**config.mk**
```make
export PLATFORM = sky130hd
export DESIGN_NAME = decoder_control_top
export DESIGN_NICKNAME = d
export VERILOG_FILES = /design/src/common/decoder_pkg.sv /design/src/common/host_msg_pkg.sv /design/src/output_path/result_framer.sv /design/src/output_path/sync_fifo.sv /design/src/output_path/width_serializer.sv /design/src/decoder_control_top.sv /design/src/host_command_decode.sv /design/src/stage_controller.sv
export SDC_FILE = /design/constraint.sdc
export NUM_CORES = 1
export LEC_CHECK = 0
export BUFFER_PORTS_ARGS = -buffer_cell sky130_fd_sc_hd__clkbuf_2
export CAP_MARGIN = 25
export CORE_MARGIN = 2
export CORE_UTILIZATION = 40
export CTS_CLUSTER_DIAMETER = 200
export DETAILED_ROUTE_END_ITERATION = 7
export GPL_TIMING_DRIVEN = 0
export PLACE_DENSITY = 0.68
export SETUP_SLACK_MARGIN = 0.15
export SYNTH_ARGS = -nofsm -noshare
export SYNTH_HDL_FRONTEND = slang
export SYNTH_SLANG_ARGS = --single-unit
```
**constraint.sdc**
```tcl
create_clock -name clk -period 6.1 [get_ports clk]
set_input_delay 0.915 -clock clk [delete_from_list [all_inputs] [get_ports clk]]
set_output_delay 0.915 -clock clk [all_outputs]
set_load 0.05 [all_outputs]
```
**src/common/decoder_pkg.sv**
```systemverilog
`default_nettype none

package decoder_pkg;

    // grid size
    localparam int grid_width_x = 4;
    localparam int grid_width_z = 1;
    localparam int grid_width_u = 5;

    localparam int pu_count_per_round = grid_width_x * grid_width_z;
    localparam int pu_count = pu_count_per_round * grid_width_u;
    localparam int aligned_pu_per_round = ((pu_count_per_round + 7) >> 3) << 3;

    // correction bits per round
    localparam int ns_count_per_round = (grid_width_x - 1) * grid_width_z;
    localparam int ew_count_per_round = (grid_width_x - 1) * grid_width_z + 1;
    localparam int ud_count_per_round = grid_width_x * grid_width_z;
    localparam int correction_count_per_round =
        ns_count_per_round + ew_count_per_round + ud_count_per_round;

    localparam int result_rounds = grid_width_u / 2;
    localparam int bytes_per_correction = (correction_count_per_round + 7) >> 3;
    localparam int maximum_delay = 2;

    localparam int iteration_width = 8;
    localparam int cycle_width = 16;
    localparam int delay_count_width = $clog2(maximum_delay + 1);
    localparam int round_count_width = $clog2(result_rounds + 1);
    localparam int byte_index_width = $clog2(bytes_per_correction);

    // output frame layout
    localparam int fifo_depth = 8;
    localparam int fifo_addr_width = $clog2(fifo_depth);
    localparam int stats_header_bytes = 3;
    localparam int frame_bytes = stats_header_bytes + result_rounds * bytes_per_correction;
    localparam int msg_count_width = $clog2(frame_bytes);

    typedef enum logic [3:0] {
        stage_idle                  = 4'd0,
        stage_measurement_loading   = 4'd1,
        stage_grow                  = 4'd2,
        stage_merge                 = 4'd3,
        stage_peeling               = 4'd4,
        stage_result_valid          = 4'd5,
        stage_parameters_loading    = 4'd6,
        stage_measurement_preparing = 4'd7,
        stage_streaming_correction  = 4'd8
    } stage_t;

    // ns sits in the low bits of the packed round
    typedef struct packed {
        logic [ud_count_per_round-1:0] ud;
        logic [ew_count_per_round-1:0] ew;
        logic [ns_count_per_round-1:0] ns;
    } correction_round_t;

    typedef struct packed {
        logic [iteration_width-1:0] iterations;
        logic [cycle_width-1:0]     cycles;
    } decode_stats_t;

endpackage

`default_nettype wire

```
**src/common/host_msg_pkg.sv**
```systemverilog
`default_nettype none

package host_msg_pkg;

    // command bytes from the host
    localparam logic [7:0] start_decoding_msg = 8'h01;
    localparam logic [7:0] measurement_data_header = 8'h02;

    // one accepted host byte
    typedef struct packed {
        logic [7:0] data;
        logic       valid;
    } host_byte_t;

endpackage

`default_nettype wire

```
**src/output_path/result_framer.sv**
```systemverilog
`timescale 1ns/1ps
`default_nettype none

module result_framer
    import decoder_pkg::*;
(
    input  logic                                  clk,
    input  logic                                  reset,
    input  logic                                  stats_push,
    input  decode_stats_t                         stats,
    input  logic                                  correction_push,
    input  logic [correction_count_per_round-1:0] correction,
    input  logic                                  output_ready,
    output logic [7:0]                            output_data,
    output logic                                  output_valid
);

    decode_stats_t stats_head;
    correction_round_t correction_in;
    correction_round_t correction_head;
    logic stats_not_empty;
    logic correction_not_empty;
    logic stats_pop;
    logic round_taken;
    logic [7:0] body_data;
    logic body_valid;
    logic body_ready;
    logic in_body;
    logic transfer;
    logic [msg_count_width-1:0] msg_count;

    assign correction_in = correction;

    sync_fifo #(.payload_t(decode_stats_t)) stats_fifo (
        .clk      (clk),
        .reset    (reset),
        .push     (stats_push),
        .push_data(stats),
        .pop      (stats_pop),
        .pop_data (stats_head),
        .not_empty(stats_not_empty)
    );

    sync_fifo #(.payload_t(correction_round_t)) correction_fifo (
        .clk      (clk),
        .reset    (reset),
        .push     (correction_push),
        .push_data(correction_in),
        .pop      (round_taken),
        .pop_data (correction_head),
        .not_empty(correction_not_empty)
    );

    width_serializer serializer (
        .clk        (clk),
        .reset      (reset),
        .round_valid(correction_not_empty),
        .round_data (correction_head),
        .byte_ready (body_ready),
        .round_taken(round_taken),
        .byte_data  (body_data),
        .byte_valid (body_valid)
    );

    assign in_body = (msg_count >= msg_count_width'(stats_header_bytes));
    assign body_ready = in_body && output_ready;

    // header bytes come from the head stats entry
    always_comb begin
        case (msg_count)
            msg_count_width'(0): output_data = stats_head.iterations;
            msg_count_width'(1): output_data = stats_head.cycles[15:8];
            msg_count_width'(2): output_data = stats_head.cycles[7:0];
            default:             output_data = body_data;
        endcase
    end

    assign output_valid = in_body ? body_valid : stats_not_empty;
    assign transfer = output_valid && output_ready;
    assign stats_pop = transfer && (msg_count == msg_count_width'(frame_bytes - 1));

    always_ff @(posedge clk) begin
        if (reset) begin
            msg_count <= '0;
        end else if (stats_pop) begin
            msg_count <= '0;
        end else if (transfer) begin
            msg_count <= msg_count + 1'b1;
        end
    end

endmodule

`default_nettype wire

```
**src/output_path/sync_fifo.sv**
```systemverilog
`timescale 1ns/1ps
`default_nettype none

module sync_fifo
    import decoder_pkg::*;
#(
    parameter type payload_t = logic [7:0]
) (
    input  logic     clk,
    input  logic     reset,
    input  logic     push,
    input  payload_t push_data,
    input  logic     pop,
    output payload_t pop_data,
    output logic     not_empty
);

    payload_t mem [fifo_depth];
    logic [fifo_addr_width-1:0] wr_ptr;
    logic [fifo_addr_width-1:0] rd_ptr;
    logic [fifo_addr_width:0] count;
    logic do_push;
    logic do_pop;

    // a full buffer drops the push
    assign do_push = push && (count != (fifo_addr_width + 1)'(fifo_depth));
    assign do_pop = pop && not_empty;

    always_ff @(posedge clk) begin
        if (reset) begin
            wr_ptr <= '0;
            rd_ptr <= '0;
            count <= '0;
        end else begin
            if (do_push) begin
                wr_ptr <= wr_ptr + 1'b1;
            end
            if (do_pop) begin
                rd_ptr <= rd_ptr + 1'b1;
            end
            if (do_push && !do_pop) begin
                count <= count + 1'b1;
            end else if (do_pop && !do_push) begin
                count <= count - 1'b1;
            end
        end
    end

    always_ff @(posedge clk) begin
        if (do_push) begin
            mem[wr_ptr] <= push_data;
        end
    end

    // head shows without a pop
    assign pop_data = mem[rd_ptr];
    assign not_empty = (count != '0);

endmodule

`default_nettype wire

```
**src/output_path/width_serializer.sv**
```systemverilog
`timescale 1ns/1ps
`default_nettype none

module width_serializer
    import decoder_pkg::*;
(
    input  logic              clk,
    input  logic              reset,
    input  logic              round_valid,
    input  correction_round_t round_data,
    input  logic              byte_ready,
    output logic              round_taken,
    output logic [7:0]        byte_data,
    output logic              byte_valid
);

    localparam int padded_width = bytes_per_correction * 8;

    logic [padded_width-1:0] padded;
    logic [byte_index_width-1:0] byte_index;
    logic last_byte;
    logic byte_accepted;

    // upper byte is zero padded
    assign padded = padded_width'(round_data);
    assign byte_data = padded[byte_index * 8 +: 8];
    assign byte_valid = round_valid;

    assign last_byte = (byte_index == byte_index_width'(bytes_per_correction - 1));
    assign byte_accepted = byte_valid && byte_ready;
    assign round_taken = byte_accepted && last_byte;

    always_ff @(posedge clk) begin
        if (reset) begin
            byte_index <= '0;
        end else if (byte_accepted) begin
            if (last_byte) begin
                byte_index <= '0;
            end else begin
                byte_index <= byte_index + 1'b1;
            end
        end
    end

endmodule

`default_nettype wire

```
**src/decoder_control_top.sv**
```systemverilog
`timescale 1ns/1ps
`default_nettype none

module decoder_control_top
    import decoder_pkg::*;
    import host_msg_pkg::*;
(
    input  logic                                  clk,
    input  logic                                  reset,
    input  logic [7:0]                            input_data,
    input  logic                                  input_valid,
    output logic                                  input_ready,
    output logic [7:0]                            output_data,
    output logic                                  output_valid,
    input  logic                                  output_ready,
    input  logic [pu_count-1:0]                   busy_pe,
    input  logic [pu_count-1:0]                   odd_clusters_pe,
    output logic [aligned_pu_per_round-1:0]       measurements,
    input  logic [correction_count_per_round-1:0] correction,
    output stage_t                                global_stage
);

    host_byte_t host;
    logic start_cmd;
    logic header_cmd;
    logic round_done;
    logic [aligned_pu_per_round-1:0] round_syndrome;
    logic stats_push;
    decode_stats_t stats;
    logic correction_push;

    assign host.data = input_data;
    assign host.valid = input_valid && input_ready;

    host_command_decode decode0 (
        .clk           (clk),
        .reset         (reset),
        .host          (host),
        .stage         (global_stage),
        .start_cmd     (start_cmd),
        .header_cmd    (header_cmd),
        .round_done    (round_done),
        .round_syndrome(round_syndrome)
    );

    stage_controller controller0 (
        .clk            (clk),
        .reset          (reset),
        .start_cmd      (start_cmd),
        .header_cmd     (header_cmd),
        .round_done     (round_done),
        .round_syndrome (round_syndrome),
        .busy_pe        (busy_pe),
        .odd_clusters_pe(odd_clusters_pe),
        .stage          (global_stage),
        .input_ready    (input_ready),
        .measurements   (measurements),
        .stats_push     (stats_push),
        .stats          (stats),
        .correction_push(correction_push)
    );

    result_framer framer0 (
        .clk            (clk),
        .reset          (reset),
        .stats_push     (stats_push),
        .stats          (stats),
        .correction_push(correction_push),
        .correction     (correction),
        .output_ready   (output_ready),
        .output_data    (output_data),
        .output_valid   (output_valid)
    );

endmodule

`default_nettype wire

```
**src/host_command_decode.sv**
```systemverilog
`timescale 1ns/1ps
`default_nettype none

module host_command_decode
    import decoder_pkg::*;
    import host_msg_pkg::*;
(
    input  logic                            clk,
    input  logic                            reset,
    input  host_byte_t                      host,
    input  stage_t                          stage,
    output logic                            start_cmd,
    output logic                            header_cmd,
    output logic                            round_done,
    output logic [aligned_pu_per_round-1:0] round_syndrome
);

    logic in_idle;
    logic in_preparing;

    assign in_idle = (stage == stage_idle);
    assign in_preparing = (stage == stage_measurement_preparing);

    // command bytes only count while idle
    assign start_cmd = host.valid && in_idle && (host.data == start_decoding_msg);
    assign header_cmd = host.valid && in_idle && (host.data == measurement_data_header);

    // one syndrome byte per round
    assign round_done = host.valid && in_preparing;
    assign round_syndrome = host.data;

endmodule

`default_nettype wire

```
**src/stage_controller.sv**
```systemverilog
`timescale 1ns/1ps
`default_nettype none

module stage_controller
    import decoder_pkg::*;
(
    input  logic                            clk,
    input  logic                            reset,
    input  logic                            start_cmd,
    input  logic                            header_cmd,
    input  logic                            round_done,
    input  logic [aligned_pu_per_round-1:0] round_syndrome,
    input  logic [pu_count-1:0]             busy_pe,
    input  logic [pu_count-1:0]             odd_clusters_pe,
    output stage_t                          stage,
    output logic                            input_ready,
    output logic [aligned_pu_per_round-1:0] measurements,
    output logic                            stats_push,
    output decode_stats_t                   stats,
    output logic                            correction_push
);

    logic running;
    logic busy;
    logic odd_clusters;
    logic [delay_count_width-1:0] delay_count;
    logic [round_count_width-1:0] round_count;
    logic [iteration_width-1:0] iteration_count;
    logic [cycle_width-1:0] cycle_count;
    logic delay_done;

    // array flags arrive one cycle late
    always_ff @(posedge clk) begin
        if (reset) begin
            running <= 1'b0;
            busy <= 1'b0;
            odd_clusters <= 1'b0;
        end else begin
            running <= 1'b1;
            busy <= |busy_pe;
            odd_clusters <= |odd_clusters_pe;
        end
    end

    assign delay_done = (delay_count >= delay_count_width'(maximum_delay));

    always_ff @(posedge clk) begin
        if (reset) begin
            stage <= stage_idle;
            delay_count <= '0;
            round_count <= '0;
        end else begin
            case (stage)
                stage_idle: begin
                    if (start_cmd) begin
                        stage <= stage_parameters_loading;
                    end else if (header_cmd) begin
                        stage <= stage_measurement_preparing;
                        round_count <= '0;
                    end
                end
                stage_parameters_loading: begin
                    stage <= stage_idle;
                end
                stage_measurement_preparing: begin
                    if (round_done) begin
                        stage <= stage_measurement_loading;
                        round_count <= round_count + 1'b1;
                    end
                end
                stage_measurement_loading: begin
                    if (round_count < round_count_width'(result_rounds)) begin
                        stage <= stage_measurement_preparing;
                    end else begin
                        stage <= stage_grow;
                    end
                end
                stage_grow: begin
                    stage <= stage_merge;
                    delay_count <= '0;
                    round_count <= '0;
                end
                stage_merge: begin
                    if (!delay_done) begin
                        delay_count <= delay_count + 1'b1;
                    end else if (!busy) begin
                        stage <= odd_clusters ? stage_grow : stage_peeling;
                        delay_count <= '0;
                    end
                end
                stage_peeling: begin
                    if (!delay_done) begin
                        delay_count <= delay_count + 1'b1;
                    end else if (!busy) begin
                        stage <= stage_streaming_correction;
                        delay_count <= '0;
                    end
                end
                stage_streaming_correction: begin
                    stage <= stage_result_valid;
                end
                stage_result_valid: begin
                    round_count <= round_count + 1'b1;
                    if (round_count == round_count_width'(result_rounds - 1)) begin
                        stage <= stage_idle;
                    end
                end
                default: begin
                    stage <= stage_idle;
                end
            endcase
        end
    end

    always_ff @(posedge clk) begin
        if (round_done && stage == stage_measurement_preparing) begin
            measurements <= round_syndrome;
        end
    end

    // iteration and cycle statistics
    always_ff @(posedge clk) begin
        if (reset) begin
            iteration_count <= '0;
            cycle_count <= '0;
        end else if (stage == stage_measurement_loading) begin
            iteration_count <= '0;
            cycle_count <= cycle_width'(1);
        end else if (stage == stage_grow || stage == stage_merge || stage == stage_peeling) begin
            cycle_count <= cycle_count + 1'b1;
            if (stage == stage_grow) begin
                iteration_count <= iteration_count + 1'b1;
            end
        end
    end

    assign input_ready = running &&
        (stage == stage_idle || stage == stage_measurement_preparing);

    assign correction_push = (stage == stage_result_valid);
    assign stats_push = correction_push && (round_count == '0);
    assign stats.iterations = iteration_count;
    assign stats.cycles = cycle_count;

endmodule

`default_nettype wire

```
==> run_results.csv <==
group,metric,value,unit
route,antenna_left,0,
global_route,grt_start_max_net_pins,20,
placement,gp_congestion,0.802,
setup_path,r2r-start,"framer0.msg_count[2]",
synthesis,synth.distinct_cells,58,
placement,port_buffers,83,
synthesis,yosysTopAreaCellShare,60.5,%
placement,post-dp-hpwl,20700,um
clock_network,cts-root-buf,"clkbuf_16",
synthesis,yosysWarnings,0,
clock_network,cts_max_level,2,
clock_network,cts.repair.resized,0,
sta,slew_violations,0,
min_path,min_from,"controller0.delay_count[0]",
route,wl,30100,um
finish,final_area,16700,sq um
route,drt_first_pass_iters,5,
sta,setup_slack,1780,ps
global_route,antenna_found_initial,0,
finish,drive_gt1_share,24.0,%
power,p_sw_share,23.1,%
setup_path,setup.worst_path.start_class,"flip-flop",
setup_path,cp_max_fo,10,
sta,maxSlewHeadroom,33.8,%
finish,layout.nets,1100,
floorplanning,pin_count,85,
power,p_int,0.00397,W
floorplanning,core,35400,sq um
setup_path,cp.required,5180,ps
power,power.switching,0.00119,W
synthesis,synthesis.nets,952,
route,drc,0,
sta,clock_skew,10.2,ps
clock_network,cts_hold_buf,0,
route,drt-initial-drc-count,797,
clock_network,clock-sinks,353,
setup_path,arrival,3400,ps
global_route,grt_use_met3,2.64,%
route,via_count,8047,
floorplanning,die_height,193,um
clock_network,cts.path.max_buffers,3,
clock_network,cts_tree,"built",
global_route,met1_usage,23.5,%
sta,fin_crit_sh,70.8,%
power,powerDensity,308,nW/um^2
setup_path,endpoint_kind,"output port",
power,ir_drop,157,uV
sta,rsz0062_at_grt,"false",
setup_path,critPathKind,"flip-flop to output port",
power,combPwrFrac,8.8,%
synthesis,synth_area_leaders,"edfxtp_1, mux4_2, dfxtp_1, mux2i_1, nor2_1",
floorplanning,die_w,193,um
global_route,grt_pass1_vias,8020,
synthesis,netlist_area,14300,sq um
sta,worst_slew_pin_slew,982,ps
finish,fillCellCount,3009,
clock_network,clk_pin_slew,60,ps
floorplanning,dieArea,37200,sq um
placement,place_ws,2280,ps
synthesis,synthTopCellsByCount,"edfxtp_1, nor2_1, dfxtp_1",
sta,finalSetupViolCount,0,
synthesis,syn_inst,868,
placement,placed_area,15700,sq um
clock_network,post_cts_buffers,0,
min_path,hold_class,"flip-flop to flip-flop",
synthesis,yosysTopAreaCell,"edfxtp_1",
global_route,grt.total_usage,16.6,%
power,static-leakage-power,5.45,nW
sta,fmax,232,MHz
finish,diodes,0,
synthesis,synthFlopType,"edfxtp_1",
placement,dp.cells,1438,
clock_network,numCtsBuffers,36,
synthesis,yosysMostFrequentCell,"edfxtp_1",
clock_network,clkLatencyLatePin,510,ps
power,p_seq_share,51.9,%
floorplanning,start_util,40.4,%
synthesis,syn_avg_cell_area,16.5,sq um
sta,hold_violations,0,
job,drv_cap,0,
global_route,gr-max-usage-layer,"met2",
route,via_per_inst,5.35,
synthesis,seq_area_frac_synth,69.6,%
global_route,grt_pass1_wl,46400,um
floorplanning,rows,69,
power,clock_power_share,39.3,%
global_route,met2_usage,27.3,%
synthesis,synthArstFlopShare,0,%
finish,layout-area-overhead-vs-synth,17.2,%
route,post_drt_wl_per_cell,20.0,um
finish,final_cells,1503,
synthesis,synth-edff-count,288,
run_status,outcome,"completed",
global_route,grt.overflow.total,0,
sta,finalCriticalPeriod,4320,ps
synthesis,ys_ff_latch,353,
[final timing paths]
path                                       to  slack [ps]  depth (start not counted)
hold / removal     controller0.delay_count[0]         480                          1
setup reg to reg  framer0.stats_fifo.count[3]        2660                         14
setup / recovery               output_data[5]        1780                          8
hold reg to reg    controller0.delay_count[0]         480                          1
[final cells by class]
cell class                      instances  area, sq um  share of cell area (%)
Clock buffer                           47          983                    5.87
Clock inverter                         17          101                   0.605
Sequential cell                       353         9950                    59.4
Inverter                               18         67.6                   0.404
Multi-Input combinational cell        459         4170                    24.9
Timing Repair Buffer                  110          728                    4.35
Buffer                                 38          170                    1.02
Tap cell                              461          577                    3.44
[logic make-up after synthesis]
kind of cell	after synthesis	share of synthesized area (%)
XOR/XNOR	36	2.21
AND/OR/NAND/NOR	206	7.35
flip-flops	353	69.6
adder cells (fa/ha/maj)	21	1.94
buffers and inverters	56	1.66
multiplexers	109	12.7
AO/OA/AOI/OAI	87	4.48
[critical path: stages, from the launching register on]
cell and delay, ps:
dfxtp_1 300, buf_2 220, buf_2 330, clkbuf_1 540
buf_2 410, mux4_2 350, mux2i_1 260, o221ai_1 200
clkbuf_2 290
[layer usage]
layer / share of wire (%) / vias up
li1: - / 3713
met1: 44 / 4045
met2: 48 / 262
met3: 6.2 / 27
met4: 1.3 / 0
met5: 0 / -
[power by group through the flow]
stage / sequential (W) / combinational, W / clock (W)
2_1_floorplan: 0.00274 / 0.000295 / 0
3_3_place_gp: 0.00273 / 0.000440 / 0
3_5_place_dp: 0.00273 / 0.000452 / 0
4_1_cts: 0.00268 / 0.000454 / 0.00207
5_1_grt: 0.00268 / 0.000493 / 0.00217
6_report: 0.00268 / 0.000453 / 0.00203
[registers in the layout, indices dropped and copies added, names as in the netlist, 3 cells and up, named ones only]
| signal | flops |
|---|---|
| controller0.stage | 4 |
| controller0.cycle_count | 16 |
| framer0.correction_fifo.wr_ptr | 3 |
| controller0.iteration_count | 8 |
| framer0.stats_fifo.wr_ptr | 3 |
| framer0.stats_fifo.rd_ptr | 3 |
| framer0.stats_fifo.mem | 192 |
| framer0.correction_fifo.mem | 88 |
| framer0.correction_fifo.count | 4 |
| framer0.correction_fifo.rd_ptr | 3 |
| controller0.measurements | 8 |
| framer0.stats_fifo.count | 4 |
| framer0.msg_count | 3 |
[stage by stage]
step           TNS (ps)  hold slack [ps]  utilization (%)  power [W]
2_1_floorplan         0              448                -    0.00303
3_3_place_gp      -8800              462             43.2    0.00317
3_5_place_dp          0              468             44.2    0.00318
4_1_cts               0              482             47.3    0.00520
5_1_grt               0              517             47.3    0.00534
6_report              0              484             47.3    0.00516
[cell usage in the layout, fill, tap and decap left out, drive strengths merged, types with 7 or more instances in the layout]
cell / netlist / routed
ha: 19 / 19
xnor2: 16 / 16
edfxtp: 288 / 288
a211oi: 9 / 9
nor4: 20 / 20
nand3: 11 / 11
nand2: 26 / 26
nor2: 70 / 70
buf: 25 / 52
mux2i: 51 / 51
inv: 18 / 18
nand4: 11 / 11
xor2: 20 / 20
nor3: 15 / 15
clkbuf: 13 / 143
clkinv: 0 / 14
o21ai: 8 / 8
nand2b: 9 / 9
a21oi: 22 / 22
a2111oi: 7 / 7
nor2b: 16 / 16
mux4: 58 / 58
dfxtp: 65 / 65
No activity file was read; power rests on OpenSTA's default activity.
